## src/dcache_pkg.sv

```systemverilog
package dcache_pkg;

    localparam int ADDR_W = 32;
    localparam int DATA_W = 32;

    // access kind
    typedef enum logic {
        OP_READ  = 1'b0,
        OP_WRITE = 1'b1
    } op_e;

    // size shapes at offset zero
    // the low address bits move them to the addressed byte
    localparam logic [3:0] STRB_BYTE = 4'b0001;
    localparam logic [3:0] STRB_HALF = 4'b0011;
    localparam logic [3:0] STRB_WORD = 4'b1111;

    // one pipeline request, 70 bits
    typedef struct packed {
        op_e               op;
        logic [ADDR_W-1:0] addr;
        logic [DATA_W-1:0] wdata;   // store data, low aligned
        logic [3:0]        strb;    // one of the STRB_* shapes
        logic              sext;    // sign extend on load
    } cpu_req_t;

endpackage

```

## src/dcache_load_align.sv

```systemverilog
`timescale 1ns/1ps

module dcache_load_align #(
    parameter  int WORD_OFFSET_WIDTH = 4,
    localparam int LINE_W            = dcache_pkg::DATA_W << WORD_OFFSET_WIDTH
) (
    input  logic [LINE_W-1:0]             i_line,
    input  dcache_pkg::cpu_req_t          i_lat_req,
    output logic [dcache_pkg::DATA_W-1:0] o_rdata
);
    import dcache_pkg::*;

    logic [WORD_OFFSET_WIDTH-1:0] word_idx;
    logic [DATA_W-1:0]            word;
    logic [7:0]                   byte_val;
    logic [15:0]                  half_val;
    logic                         ext;

    assign word_idx = i_lat_req.addr[WORD_OFFSET_WIDTH+1:2];
    assign word     = i_line[word_idx*DATA_W +: DATA_W];
    assign byte_val = word[i_lat_req.addr[1:0]*8 +: 8];
    assign half_val = word[i_lat_req.addr[1]*16 +: 16];   // aligned halves only
    assign ext      = i_lat_req.sext;

    always_comb begin
        case (i_lat_req.strb)
            STRB_BYTE: o_rdata = {{24{byte_val[7] & ext}}, byte_val};
            STRB_HALF: o_rdata = {{16{half_val[15] & ext}}, half_val};
            STRB_WORD: o_rdata = word;
            default:   o_rdata = '0;
        endcase
    end

endmodule

```

## config.mk

```make
export PLATFORM = sky130hd
export DESIGN_NAME = dcache_load_align
export DESIGN_NICKNAME = d
export VERILOG_FILES = /design/src/dcache_pkg.sv /design/src/dcache_load_align.sv
export SDC_FILE = /design/constraint.sdc
export NUM_CORES = 1
export LEC_CHECK = 0
export BUFFER_PORTS_ARGS = -buffer_cell sky130_fd_sc_hd__buf_4
export CORE_AREA = 3 3 238 240
export DETAILED_ROUTE_END_ITERATION = 10
export DIE_AREA = 0 0 241 243
export GPL_TIMING_DRIVEN = 0
export PLACE_DENSITY = 0.3
export RECOVER_POWER = 50
export SLEW_MARGIN = 20
export SYNTH_ARGS = -nofsm -noshare
export SYNTH_HDL_FRONTEND = slang
export SYNTH_SLANG_ARGS = --single-unit
```

## constraint.sdc

```tcl
create_clock -name vclk -period 4.31
set_clock_uncertainty 0.05 [all_clocks]
set_input_delay 0.2155 -clock vclk [all_inputs]
set_output_delay 0.2155 -clock vclk [all_outputs]
set_load 0.02 [all_outputs]
```

==> out/results.ini <==
[floorplan]
io_pins=614
dieArea_sq_um=58600
initial_core_util=0.0838
rows=86
die_w_um=241
fp.dieH_um=243
core_area_sq_um=54900

[min_path]
hold_depth=4
hp-class=in -> out
min_from=i_lat_req[1]
hold-path-endpoint=o_rdata[0]

[global_route]
grt_remaining_overflow=0
grt_pass1_vias=6846
antenna_found_initial=1
grt_pass1_wl_mm=52.6
track_usage=0.128
grt_max_degree=11

[worst_setup_path]
cp_slowest_cell=clkbuf_1
cpPeakStageDelay_ps=840
path_delay_family=buffers and inverters
cp-start-kind=input pin
critPathRequiredTime_ps=4040
crit_path_max_fanout=11
cp-end-kind=output port
worstPathCellList=clkbuf_1, clkbuf_2, clkbuf_1, nand2_1, o22a_1, a31oi_2, buf_4, o211ai_1, buf_4
path_buf_inv=5
crit_type=in -> out
crit_arrival_ps=3480

[finish]
drive_above_1_share=0.827
nFlopsAndLatches=0
seq_area_sq_um=0
nClkBuffers=0
final_nets=1464
areaGrowthSynthToFinish_pct=109

[placement]
hpwlAfterDp_mm=35.9
io_buffer_count=552
gp_congestion=0.756
pre_cts_slack_ps=613

[synth]
yosysSeqAreaShare=0
synth_common_cells=155 x mux4_2, 29 x nand2_1, 20 x o211ai_1
netlist_top_cells_area=mux4_2 76%, o211ai_1 3.3%, nand2_1 2.4%
syn-instance-count=328
synth_top_area_cell=mux4_2
synth_area_sq_um=4600
yosysMostFrequentCell=mux4_2
ys_warn_count=0
synth.top_cell.area_share=0.759
postSynthNetCount=910
synth_area_per_cell_sq_um=14.0
ys_types=36

[sta]
hold_ws_ps=860
slew_viol_final=0
worst_pin_slew_ps=1060
layout_setup_ws_ps=562
fin_crit_ps=3750
fin_crit_sh=0.870
max_slew_margin=0.294
final.setup.tns_ps=0
setup_viol_count_final=0
finalHoldViolations=0
rsz0062_at_grt=false
fmax_ghz=0.267

[routing]
post_drt_wl_per_cell_um=25.4
drc_errors=0
vias=6019
viasPerCell=3.79
dr.pass1.iters=6
first_iter_violations=174
routed_wl_mm=40.2
ant_nets=0

[clock_tree]
ctsHoldBuffers=0
cts_resized=0
cts_setup_buffers=0

[outcome]
status=finished clean

[run]
maxCapViolCount=0

-- through the flow --
stage	utilization	instance area [sq um]	instances
after floorplan	-	4600	328
after global placement	0.175	9620	1584
after detailed placement	0.175	9630	1584
after CTS	0.175	9630	1584
after global routing	0.175	9590	1585
final	0.175	9600	1587
-- worst min-delay path, stage by stage --
cell and delay, ps:
buf_4 130, nand2b_1 80, o211ai_1 100, buf_4 170
-- final cells by class --
class / count / area (sq um)
Tap cell: 704 / 881
Multi-Input combinational cell: 279 / 4310
Inverter: 4 / 15.0
Fill cell: 6151 / 45300
Timing Repair Buffer: 552 / 4110
Antenna cell: 3 / 7.51
Buffer: 45 / 277
-- metal layers --
metal | track usage | routed length, um | vias up
li1 | - | - | 2655
met1 | 0.147 | 15300 | 2999
met2 | 0.249 | 21400 | 349
met3 | 0.0261 | 3060 | 16
met4 | 0.0118 | 430 | 0
met5 | 0 | 0 | -
-- cells in the final DEF, fill, tap and decap left out, drive strengths merged, types with 5 or more instances in the layout --
master and count:
a21oi 5, a221o 5, a22oi 13, buf 569, clkbuf 28, mux4 155, nand2 29, nand3 5
nor2b 5, o211ai 20, o21ai 8
-- cells by family after synthesis --
family,Yosys count,share of synthesized area
AOI/OAI and AO/OA,63,0.109
muxes,158,0.766
and+or+nand+nor,58,0.0617
buffers and inverters,49,0.0634
-- how the worst max path moves through the flow --
| stage | start | end | slack [ps] | depth (start not counted) |
|---|---|---|---|---|
| detailed placement | i_lat_req[40] | o_rdata[19] | 610 | 9 |
| floorplan | i_lat_req[40] | o_rdata[5] | 1780 | 7 |
| finish | i_lat_req[40] | o_rdata[19] | 560 | 9 |
| global route | i_lat_req[40] | o_rdata[9] | 330 | 8 |
| global placement | i_lat_req[40] | o_rdata[25] | 210 | 9 |
| CTS | i_lat_req[40] | o_rdata[19] | 610 | 9 |
