### src/dcache_pkg.sv
package dcache_pkg;

    localparam int ADDR_W = 32;
    localparam int DATA_W = 32;

    // access kind
    typedef enum logic {
        OP_READ  = 1'b0,
        OP_WRITE = 1'b1
    } op_e;

    // size shapes at offset zero
    // the low address bits move them to the addressed byte
    localparam logic [3:0] STRB_BYTE = 4'b0001;
    localparam logic [3:0] STRB_HALF = 4'b0011;
    localparam logic [3:0] STRB_WORD = 4'b1111;

    // one pipeline request, 70 bits
    typedef struct packed {
        op_e               op;
        logic [ADDR_W-1:0] addr;
        logic [DATA_W-1:0] wdata;   // store data, low aligned
        logic [3:0]        strb;    // one of the STRB_* shapes
        logic              sext;    // sign extend on load
    } cpu_req_t;

endpackage

### src/dcache_req_latch.sv
`timescale 1ns/1ps

module dcache_req_latch #(
    parameter  int WORD_OFFSET_WIDTH = 4,
    localparam int LINE_W            = dcache_pkg::DATA_W << WORD_OFFSET_WIDTH
) (
    input  logic                 clk,
    input  logic                 rstn,
    input  dcache_pkg::cpu_req_t i_req,
    input  logic                 i_take,
    output dcache_pkg::cpu_req_t o_lat_req,
    output logic [LINE_W/8-1:0]  o_line_be,
    output logic [LINE_W-1:0]    o_line_wdata
);
    import dcache_pkg::*;

    localparam int OFF_W = WORD_OFFSET_WIDTH + 2;

    logic [OFF_W-1:0] byte_off;   // byte position inside the line

    always_ff @(posedge clk) begin
        if (!rstn)
            o_lat_req <= '0;
        else if (i_take)
            o_lat_req <= i_req;
    end

    assign byte_off = o_lat_req.addr[OFF_W-1:0];

    // loads carry no enables, so a refill of a load line stays untouched
    assign o_line_be = (o_lat_req.op == OP_WRITE) ?
        {{(LINE_W/8-4){1'b0}}, o_lat_req.strb} << byte_off : '0;
    assign o_line_wdata =
        {{(LINE_W-DATA_W){1'b0}}, o_lat_req.wdata} << {byte_off, 3'b000};

endmodule

### config.mk
export PLATFORM = sky130hd
export DESIGN_NAME = dcache_req_latch
export DESIGN_NICKNAME = d
export VERILOG_FILES = /design/src/dcache_pkg.sv /design/src/dcache_req_latch.sv
export SDC_FILE = /design/constraint.sdc
export NUM_CORES = 1
export LEC_CHECK = 0
export ABC_AREA = 1
export BUFFER_PORTS_ARGS = -buffer_cell sky130_fd_sc_hd__buf_2
export CORE_AREA = 2 2 280 282
export CTS_CLUSTER_DIAMETER = 50
export DETAILED_ROUTE_END_ITERATION = 10
export DIE_AREA = 0 0 282 284
export HOLD_SLACK_MARGIN = 0.05
export PLACE_DENSITY_LB_ADDON = 0.12
export SYNTH_ARGS = -nofsm -noshare
export SYNTH_HDL_FRONTEND = slang
export SYNTH_SLANG_ARGS = --single-unit
export TNS_END_PERCENT = 10
### constraint.sdc
create_clock -name clk -period 2 [get_ports clk]
set_input_delay 0.1 -clock clk [delete_from_list [all_inputs] [get_ports clk]]
set_output_delay 0.1 -clock clk [all_outputs]
set_load 0.01 [all_outputs]
==> results.md <==
* Syn. warnings at 0
* Synth top area share at 0.238
* Initial antenna violation count at 3
* First DRT Iteration DRCs at 883
* Final Hold Fails at 0
* DRT met1 WL at 35600 um
* Worst Hold Launch: i_req[40]
* #FFs+latches synth at 70
* Fin Clk Skew at 0 ns
* Hold path depth at 3
* Syn Nets at between 1500 and 2000
* R2R setup slack at 0.75 ns
* Top layer in use: met5
* CTS H-tree lvls at 3
* Clock latency on the worst-skew pair at 0.36 ns
* CP startpoint kind: flop
* Routed wl met3 at 5240 um
* Largest register FFs at 70
* First-pass GRT wire length at 115000 um
* Seq/Total Area, Yosys at 0.150
* Share of post-route cells with drive strength above 1 at 0.553
* Failing checks: setup timing
* Drt wl/cell at ~24 um
* Fmax at 447 MHz
* Syn Inst Count at 1763
* Setup CP Type: flop to output pin
* Vias per std cell at between 4 and 5
* Final min period at 2.24 ns
* Measured slew at the worst slew-check pin at between 0.6 and 0.7 ns
* Routed wl met2 at approximately 42000 um
* Die Height at ~280 um
* DP HPWL at 67100 um
* Die area at ~0.08 mm2
* Final setup fails at ~520
* Final Cycle Share at 1.12
* Synth area leader: nor2_1
* RR Startpoint: o_lat_req[42]
* Reg clk slew, reported paths at roughly 0.060 ns
* Num rows at ~100
* Drt first pass iters at 4
* RSZ-0062 raised after global routing: yes
* Static Leak at 0.00946 uW
* Synthesized area at 0.00936 mm2
* Setup ws final at -0.237 ns
* Drt drc at 0
* Max_slew headroom at 0.574
* Netlist cell types at 32
* Initial core utilization at 0.122
* Vias in the first global route at 15100
* DRT antenna net count at 0
* Top cells by area, synth: nor2_1 (24%), dfxtp_1 (15%), nand2_1 (12%)
* Clock root cell: clkbuf_16
* Syn avg cell area at 5.31 um2
* TritonCTS clock tree: yes
* Largest net degree at the start of global routing at 87
* GR Overflow Total at 0
* Clock sinks at 70
* Pins Over Slew Limit at 0
* Endpoint type of the worst setup path: output pin
* Clock tree buffer depth at 2
* Max cap viols at 0
* Die width at 282 um
* Worst r2r path cells at 3
* Buffers added on ports at 718
* Top reg by flops: o_lat_req
* Worst endpoint required time at 1.90 ns
* Fin nets at about 2700
* Num ports at approximately 720
* Routability cong. at a little under 0.9
* WHS at 0.101 ns
* Layout area overhead at 105%
* CP arrival at 2.14 ns
* Reg-to-reg endpoint: o_lat_req[42]
* DR vias at 16000
* Total Wirelength at about 86000 um
* Min-delay worst type: input port to flop
* Biggest regs: o_lat_req x70
* Power Density at ~390 mW/mm2
* Setup_tns at -50.10 ns
* Hold Crit Endpoint: o_lat_req[40]
* Core area at about 0.077 mm2
* Crit Path Max Fanout at 19
* Leading cell types in the layout, fill and taps excluded: buf_2 (675), nor2_1 (539), buf_4 (158)
* Outcome: finished with violations
* Most common cell after layout, fill and taps aside: buf_2
* Gr usage total at 0.198
* CTS Buf Count at 9
* VDD IR max at 485 uV
[per-layer routing]
layer / vias up / track usage
li1: 7441 / -
met1: 7847 / 0.239
met2: 646 / 0.352
met3: 86 / 0.0381
met4: 4 / 0.0549
met5: - / 0
[stage by stage]
step,setup WS (ns),utilization,instances,instance area (um2),power [uW]
finish,-0.237,0.249,3634,19200,7390
global placement,-0.215,0.196,3493,15100,4920
floorplan,0.480,-,1763,9360,3230
CTS,-0.307,0.233,3606,17900,7190
detailed placement,-0.196,0.196,3493,15100,4920
global route,-0.306,0.249,3632,19100,7800
[synth_stat cells]
cell type and n:
a21oi_1 9, and2_1 1, buf_1 36, buf_12 2, buf_2 57, buf_4 8
buf_6 9, buf_8 1, clkbuf_1 81, clkinv_1 1, dfxtp_1 70, inv_1 20
inv_2 4, inv_4 2, nand2_1 305, nand2_2 40, nand3_1 161, nand3_2 11
nand3b_1 16, nand4_1 94, nor2_1 594, nor2_2 2, nor2_4 1, nor3_1 40
nor3_2 64, nor3b_1 16, nor4_1 8, o21ai_0 95, o21ai_1 4, o21ai_2 1
o22ai_1 9, o31ai_2 1
[cells by family after synthesis]
kind of cell,count (synthesis),synth area share
compound gates,119,0.0661
simple gates,1353,0.672
flops,70,0.150
buf+inv,221,0.112
[report_power, final]
group          total (uW)  switching (uW)  leakage [uW]  internal [uW]
clock                1620             717      0.000138            906
sequential           1690             200      0.000586           1490
combinational        4080            2620       0.00874           1460
total                7390            3540       0.00946           3860
[worst max-delay path, cell delays in order, from the launching register on]
cell and delay (ns):
dfxtp_4 0.37, inv_4 0.20, buf_12 0.25, nand4_1 0.25, nand2_4 0.22, nand2_2 0.13, nor3_2 0.18, buf_2 0.17
[cell type report]
cell class | instances | area, um2
timing repair inverter | 5 | 51.3
tap | 1040 | 1300
fill | 8813 | 57800
inverter | 27 | 151
multi-input combinational | 1472 | 8980
timing repair buffer | 1002 | 6950
antenna | 2 | 5.00
clock buffer | 11 | 253
clock inverter | 5 | 33.8
sequential | 70 | 1430
[how the worst max path moves through the flow]
| stage | startpoint | slack (ns) | cells past startpoint | endpoint |
|---|---|---|---|---|
| global placement | o_lat_req[37] | -0.22 | 7 | o_line_wdata[192] |
| CTS | o_lat_req[37] | -0.31 | 10 | o_line_wdata[64] |
| detailed placement | o_lat_req[37] | -0.20 | 7 | o_line_wdata[192] |
| floorplan | o_lat_req[41] | 0.48 | 7 | o_line_wdata[208] |
| global route | o_lat_req[37] | -0.31 | 10 | o_line_wdata[83] |
| finish | o_lat_req[38] | -0.24 | 7 | o_line_wdata[99] |
[timing repair]
action	in CTS	in global routing
hold buffers	64	0
buffers inserted	26	19
setup endpoints to repair	576	576
gates cloned	8	7
resized for setup	389	244
endpoints found under the hold margin	64	0
pin swaps	81	83
Note: power is estimated with default switching activity, not from simulation.
