`src/dcache_pkg.sv`:
```
package dcache_pkg;

    localparam int ADDR_W = 32;
    localparam int DATA_W = 32;

    // access kind
    typedef enum logic {
        OP_READ  = 1'b0,
        OP_WRITE = 1'b1
    } op_e;

    // size shapes at offset zero
    // the low address bits move them to the addressed byte
    localparam logic [3:0] STRB_BYTE = 4'b0001;
    localparam logic [3:0] STRB_HALF = 4'b0011;
    localparam logic [3:0] STRB_WORD = 4'b1111;

    // one pipeline request, 70 bits
    typedef struct packed {
        op_e               op;
        logic [ADDR_W-1:0] addr;
        logic [DATA_W-1:0] wdata;   // store data, low aligned
        logic [3:0]        strb;    // one of the STRB_* shapes
        logic              sext;    // sign extend on load
    } cpu_req_t;

endpackage

```
`src/dcache_tag_ways.sv`:
```
`timescale 1ns/1ps

module dcache_tag_ways #(
    parameter int INDEX_WIDTH       = 6,
    parameter int WORD_OFFSET_WIDTH = 4
) (
    input  logic                          clk,
    input  logic                          rstn,
    input  logic [INDEX_WIDTH-1:0]        i_rd_index,
    input  dcache_pkg::cpu_req_t          i_lat_req,
    input  logic                          i_tag_we,
    input  logic                          i_dirty_set,
    input  logic                          i_dirty_clr,
    input  logic                          i_lru_touch,
    input  logic                          i_way_sel,
    output logic                          o_hit,
    output logic                          o_hit_way,
    output logic                          o_victim_way,
    output logic                          o_victim_dirty,
    output logic [dcache_pkg::ADDR_W-1:0] o_victim_addr
);
    import dcache_pkg::*;

    localparam int OFF_W = WORD_OFFSET_WIDTH + 2;
    localparam int TAG_W = ADDR_W - INDEX_WIDTH - OFF_W;
    localparam int SETS  = 1 << INDEX_WIDTH;

    logic [TAG_W-1:0]       tag_mem [2][SETS];
    logic [1:0][SETS-1:0]   valid;
    logic [1:0][SETS-1:0]   dirty;
    logic [SETS-1:0]        lru;        // most recently used way
    logic [1:0][TAG_W-1:0]  tag_q;
    logic [1:0]             valid_q;
    logic [1:0]             hit_vec;
    logic [INDEX_WIDTH-1:0] lat_index;
    logic [TAG_W-1:0]       lat_tag;

    assign lat_index = i_lat_req.addr[OFF_W +: INDEX_WIDTH];
    assign lat_tag   = i_lat_req.addr[ADDR_W-1 -: TAG_W];

    always_ff @(posedge clk) begin
        if (i_tag_we)
            tag_mem[i_way_sel][lat_index] <= lat_tag;
        tag_q[0] <= tag_mem[0][i_rd_index];   // sync read, one cycle
        tag_q[1] <= tag_mem[1][i_rd_index];
    end

    always_ff @(posedge clk) begin
        if (!rstn) begin
            valid   <= '0;
            dirty   <= '0;
            lru     <= '0;
            valid_q <= '0;
        end else begin
            valid_q <= {valid[1][i_rd_index], valid[0][i_rd_index]};
            if (i_tag_we)
                valid[i_way_sel][lat_index] <= 1'b1;
            if (i_dirty_set)
                dirty[i_way_sel][lat_index] <= 1'b1;
            else if (i_dirty_clr)
                dirty[i_way_sel][lat_index] <= 1'b0;
            if (i_lru_touch)
                lru[lat_index] <= i_way_sel;
        end
    end

    assign hit_vec[0] = valid_q[0] && (tag_q[0] == lat_tag);
    assign hit_vec[1] = valid_q[1] && (tag_q[1] == lat_tag);
    assign o_hit      = |hit_vec;
    assign o_hit_way  = hit_vec[1];

    // empty way first, then the one not used last
    always_comb begin
        if (!valid_q[0])
            o_victim_way = 1'b0;
        else if (!valid_q[1])
            o_victim_way = 1'b1;
        else
            o_victim_way = ~lru[lat_index];
    end

    assign o_victim_dirty = dirty[o_victim_way][lat_index];
    assign o_victim_addr  = {tag_q[o_victim_way], lat_index, {OFF_W{1'b0}}};

    // a refill only installs a missing tag, so one line never sits in both ways
    assert property (@(posedge clk) disable iff (!rstn) !(hit_vec[0] && hit_vec[1]));

endmodule

```
`config.mk`:
```
export PLATFORM = sky130hd
export DESIGN_NAME = dcache_tag_ways
export DESIGN_NICKNAME = d
export VERILOG_FILES = /design/src/dcache_pkg.sv /design/src/dcache_tag_ways.sv
export SDC_FILE = /design/constraint.sdc
export NUM_CORES = 2
export LEC_CHECK = 0
export BUFFER_PORTS_ARGS = -buffer_cell sky130_fd_sc_hd__buf_2
export CAP_MARGIN = 20
export CELL_PAD_IN_SITES_DETAIL_PLACEMENT = 1
export CELL_PAD_IN_SITES_GLOBAL_PLACEMENT = 2
export CORE_UTILIZATION = 56
export CTS_BUF_LIST = sky130_fd_sc_hd__clkbuf_8
export DETAILED_ROUTE_END_ITERATION = 10
export PLACE_DENSITY = 0.95
export SLEW_MARGIN = 30
export SYNTH_ARGS = -nofsm -noshare
export SYNTH_HDL_FRONTEND = slang
export SYNTH_SLANG_ARGS = --single-unit
```
`constraint.sdc`:
```
create_clock -name clk -period 9.9 [get_ports clk]
set_input_delay 0.99 -clock clk [delete_from_list [all_inputs] [get_ports clk]]
set_output_delay 0.99 -clock clk [all_outputs]
set_load 0.005 [all_outputs]
```
==> parameters.txt <==
Parameter                              Value

Run status
  Outcome    completed

Die
  Core Rows    between 150 and 200
  Floorplan die width    around 450 um
  Die height    ~450 um
  CORE AREA    about 200000 um^2
  Die Outline Area    204000 um^2
  IO Pins    ~120
  Initial core utilization    a little under three fifths

Clock network
  TritonCTS sink count    2922
  Number of gates resized after cts    0
  Clock tree from TritonCTS    built
  Hold Buf Count CTS    0
  Clock transition time at the flip-flop clock pins of the worst setup and hold paths    about 0.070 ns
  Max Root-Sink Buffers    4
  Number of levels the H-tree was split into    5
  Worst skew pair latency    1.16 ns
  Clock Root Buffer    sky130_fd_sc_hd__clkbuf_8
  # Post-CTS Setup Buffers    0
  Cts bufs inserted    between 400 and 500

Power and ir drop
  Proportion of power drawn by combinational gates    under 10%
  Switch Pwr    roughly 6400 uW
  Cell internal power dissipation    around 19000 uW
  Leakage Power    around 0.040 uW
  Sw frac    25.3%
  Proportion of power drawn by the clock network    between 40% and 50%
  PD cells    about 200 nW/um^2
  Largest vdd supply drop    roughly 0.00019 V
  Sequential share of power    about 54%

Timing
  Final Cycle Share    approximately two thirds
  Worst relative slew slack    between 20% and 30%
  Final hold viol count    0
  Setup repair after global routing missed its margin    false
  Accumulated negative setup slack    0 ns
  Transition time of the tightest slew-check pin    1.12 ns
  Max-slew violation count    0
  Maximum clock frequency    approximately 150 MHz
  Clk_skew    ~0.11 ns
  Setup violation total in the final timing report    0
  Shortest clock period the worst path allows after layout    6.66 ns

GRT
  GR Layer Usage met3    between 10% and 20%
  Number of antenna violations at the first check in global routing    40
  Total global-route track usage    between 30% and 40%
  Wire length of the first global-routing pass    between 500000 and 600000 um
  Via count of the first global-routing pass    a little under 70000
  Maximum number of pins on one net before global-route repair    between 100 and 150
  Met2 Usage GRT    58.6%
  Met1 demand-to-capacity share in global routing    a little under half
  Most used routing layer in global routing    met2
  Remaining global-route overflow    0

Synthesis
  Most frequent cell after synthesis    sky130_fd_sc_hd__edfxtp_1
  Portion of synthesized cell area occupied by the leading cell type    about 68%
  Sequential cell area fraction in the yosys report    about three quarters
  Top post-synthesis cells by count    sky130_fd_sc_hd__edfxtp_1 (2560), sky130_fd_sc_hd__mux4_2 (899), sky130_fd_sc_hd__dfxtp_1 (362)
  Synth Area per Inst    20.9 um^2
  Number of flops mapped to enable cells by yosys    2560
  Cell variety after synth    64
  Cells taking the most area after synthesis    sky130_fd_sc_hd__edfxtp_1 (68%), sky130_fd_sc_hd__mux4_2 (18%), sky130_fd_sc_hd__dfxtp_1 (6.4%)
  Instance count of the mapped netlist    about 5400
  Yosys reg bits    roughly 2900
  Async set or reset register ratio after synthesis    0%
  Area leader, netlist    sky130_fd_sc_hd__edfxtp_1
  Netlist Area Pre-Place    113000 um^2
  Warnings from Yosys    0
  Post-synth top flop    sky130_fd_sc_hd__edfxtp_1

Min path
  Hold Path End    tag_mem[0][849]
  Startpoint of the most critical hold path    i_lat_req[58]
  Worst hold-check path type    in2reg
  Cells on Worst Hold Path    1

Place
  Placed Area    118000 um^2
  Final weighted congestion in routability-driven placement    0.880
  Port-buffer cells    68
  DPL Wire Length    190000 um

Critical path
  Crit path kind    in2out
  CP Capture Type    primary output
  Largest fanout on the critical path    52
  Worst reg-to-reg setup slack    7.41 ns
  Worst reg2reg path endpoint    tag_q[18]
  Cell depth of the worst flop-to-flop path    5
  Data required time of the worst path    slightly below 9 ns
  R2r startpoint    tag_mem[0][478]
  Arrival time reported for the critical path endpoint    approximately 5.7 ns
  Kind of start point of the critical path    input pin

Detailed routing
  Number of nets still failing antenna checks after routing    0
  Final wirelength    just under 400000 um
  Via count    66400
  Via density    roughly 7.5
  Count of TritonRoute iterations in the first routing pass    8
  Initial DRC Count    ~12000
  DRC violations left    0
  Final routed wire length divided by cell count    44.1 um

Layout
  Net count, final    5889
  Area growth, synth to finish    11.5%
  Share of post-route cells with drive strength above 1    between 30% and 40%
  Number of fillers in the final layout    between 15000 and 20000
  Post-layout instance area    126000 um^2

Job
  Maximum Capacitance Violations    0
## per-layer routing
metal  vias to the layer above  routed length (um)  part of all wire [%]
met5                         -                 208                 0.053
li1                      23400                   -                     -
met4                        32               29400                   7.5
met1                     33900              125000                    32
met3                      1800               54100                    14
met2                      7265              181000                    46
## stage by stage
| stage | utilization (%) | instances | hold WS (ns) | power (uW) | setup slack, ns |
|---|---|---|---|---|---|
| 6_report | 63.1 | 8839 | 0.262 | 25100 | 3.24 |
| 5_1_grt | 63.1 | 8823 | 0.231 | 25500 | 3.19 |
| 4_1_cts | 63.0 | 8819 | 0.176 | 25100 | 3.11 |
| 3_5_place_dp | 58.8 | 8005 | 0.451 | 15100 | 3.16 |
| 3_3_place_gp | 58.8 | 8004 | 0.440 | 15000 | 3.12 |
| 2_1_floorplan | - | 5427 | 0.435 | 14500 | 5.22 |
## layout make-up
| type | count | area, um^2 | area share [%] |
|---|---|---|---|
| clock buffer | 483 | 6650 | 5.26 |
| clock inverter | 331 | 1730 | 1.37 |
| tap | 2656 | 3320 | 2.63 |
| sequential | 2922 | 84100 | 66.5 |
| inverter | 6 | 22.5 | 0.0178 |
| multi-input combinational | 2132 | 28200 | 22.3 |
| antenna | 17 | 42.5 | 0.0336 |
| timing repair buffer | 292 | 2360 | 1.87 |
## how the worst max path moves through the flow
stage,startpoint,endpoint,slack (ns)
3_3_place_gp,i_lat_req[43],o_victim_dirty,3.12
5_1_grt,i_lat_req[43],o_victim_dirty,3.19
3_5_place_dp,i_lat_req[43],o_victim_dirty,3.16
4_1_cts,i_lat_req[43],o_victim_dirty,3.11
2_1_floorplan,i_lat_req[45],o_victim_dirty,5.22
6_report,i_lat_req[43],o_victim_dirty,3.24
## kinds of logic (layout without fill, tap and decap cells)
family                    count (synthesis)  count (layout)  share of synthesized area, %
muxes                                   977             977                          18.6
other                                     1              23                       0.00331
DFF                                    2922            2922                          74.1
xor gates and xnor gates                 40              40                         0.309
and+or+nand+nor                         527             527                          2.17
AOI/OAI and AO/OA                       582             582                          3.46
buffers and inverters                   373            1112                          1.35
## cell usage in the layout (no fill, tap or decap), types with 91 or more instances in the layout
cell                       Yosys  layout
sky130_fd_sc_hd__buf_4        15     224
sky130_fd_sc_hd__nor2_2        0     129
sky130_fd_sc_hd__mux4_2      899     899
sky130_fd_sc_hd__edfxtp_1   2560    2560
sky130_fd_sc_hd__clkbuf_8      0     483
sky130_fd_sc_hd__inv_1         5     160
sky130_fd_sc_hd__o21ai_0     202     202
sky130_fd_sc_hd__a21boi_0    188     188
sky130_fd_sc_hd__clkinv_1      0      91
sky130_fd_sc_hd__nand3_1     169     169
sky130_fd_sc_hd__o21a_1      129     129
sky130_fd_sc_hd__dfxtp_1     362     362
## power by group through the flow
| stage | clock, uW | combinational [uW] | sequential, uW |
|---|---|---|---|
| floorplan | 0 | 727 | 13700 |
| global placement | 0 | 1250 | 13800 |
| detailed placement | 0 | 1320 | 13800 |
| CTS | 10100 | 1380 | 13500 |
| global route | 10500 | 1440 | 13500 |
| finish | 10200 | 1430 | 13500 |
## sequential cells by signal (all words and copies together) (netlist names), named ones only
name and flops:
tag_mem 2560, valid_q 2, tag_q 40, lru 64, valid 128
## worst max-delay path, cell delays in order
cell and delay [ns]:
sky130_fd_sc_hd__buf_4 0.17, sky130_fd_sc_hd__buf_4 0.75, sky130_fd_sc_hd__mux4_2 0.62, sky130_fd_sc_hd__a32oi_1 0.25
sky130_fd_sc_hd__nand2_2 0.14, sky130_fd_sc_hd__o41ai_4 0.43, sky130_fd_sc_hd__buf_4 0.48, sky130_fd_sc_hd__buf_12 0.30
sky130_fd_sc_hd__mux2i_1 0.26, sky130_fd_sc_hd__o22ai_1 0.14, sky130_fd_sc_hd__a22o_1 0.34, sky130_fd_sc_hd__a311oi_1 0.28
sky130_fd_sc_hd__nand4_1 0.24, sky130_fd_sc_hd__buf_2 0.20
Power figures use the tool's default switching activity.
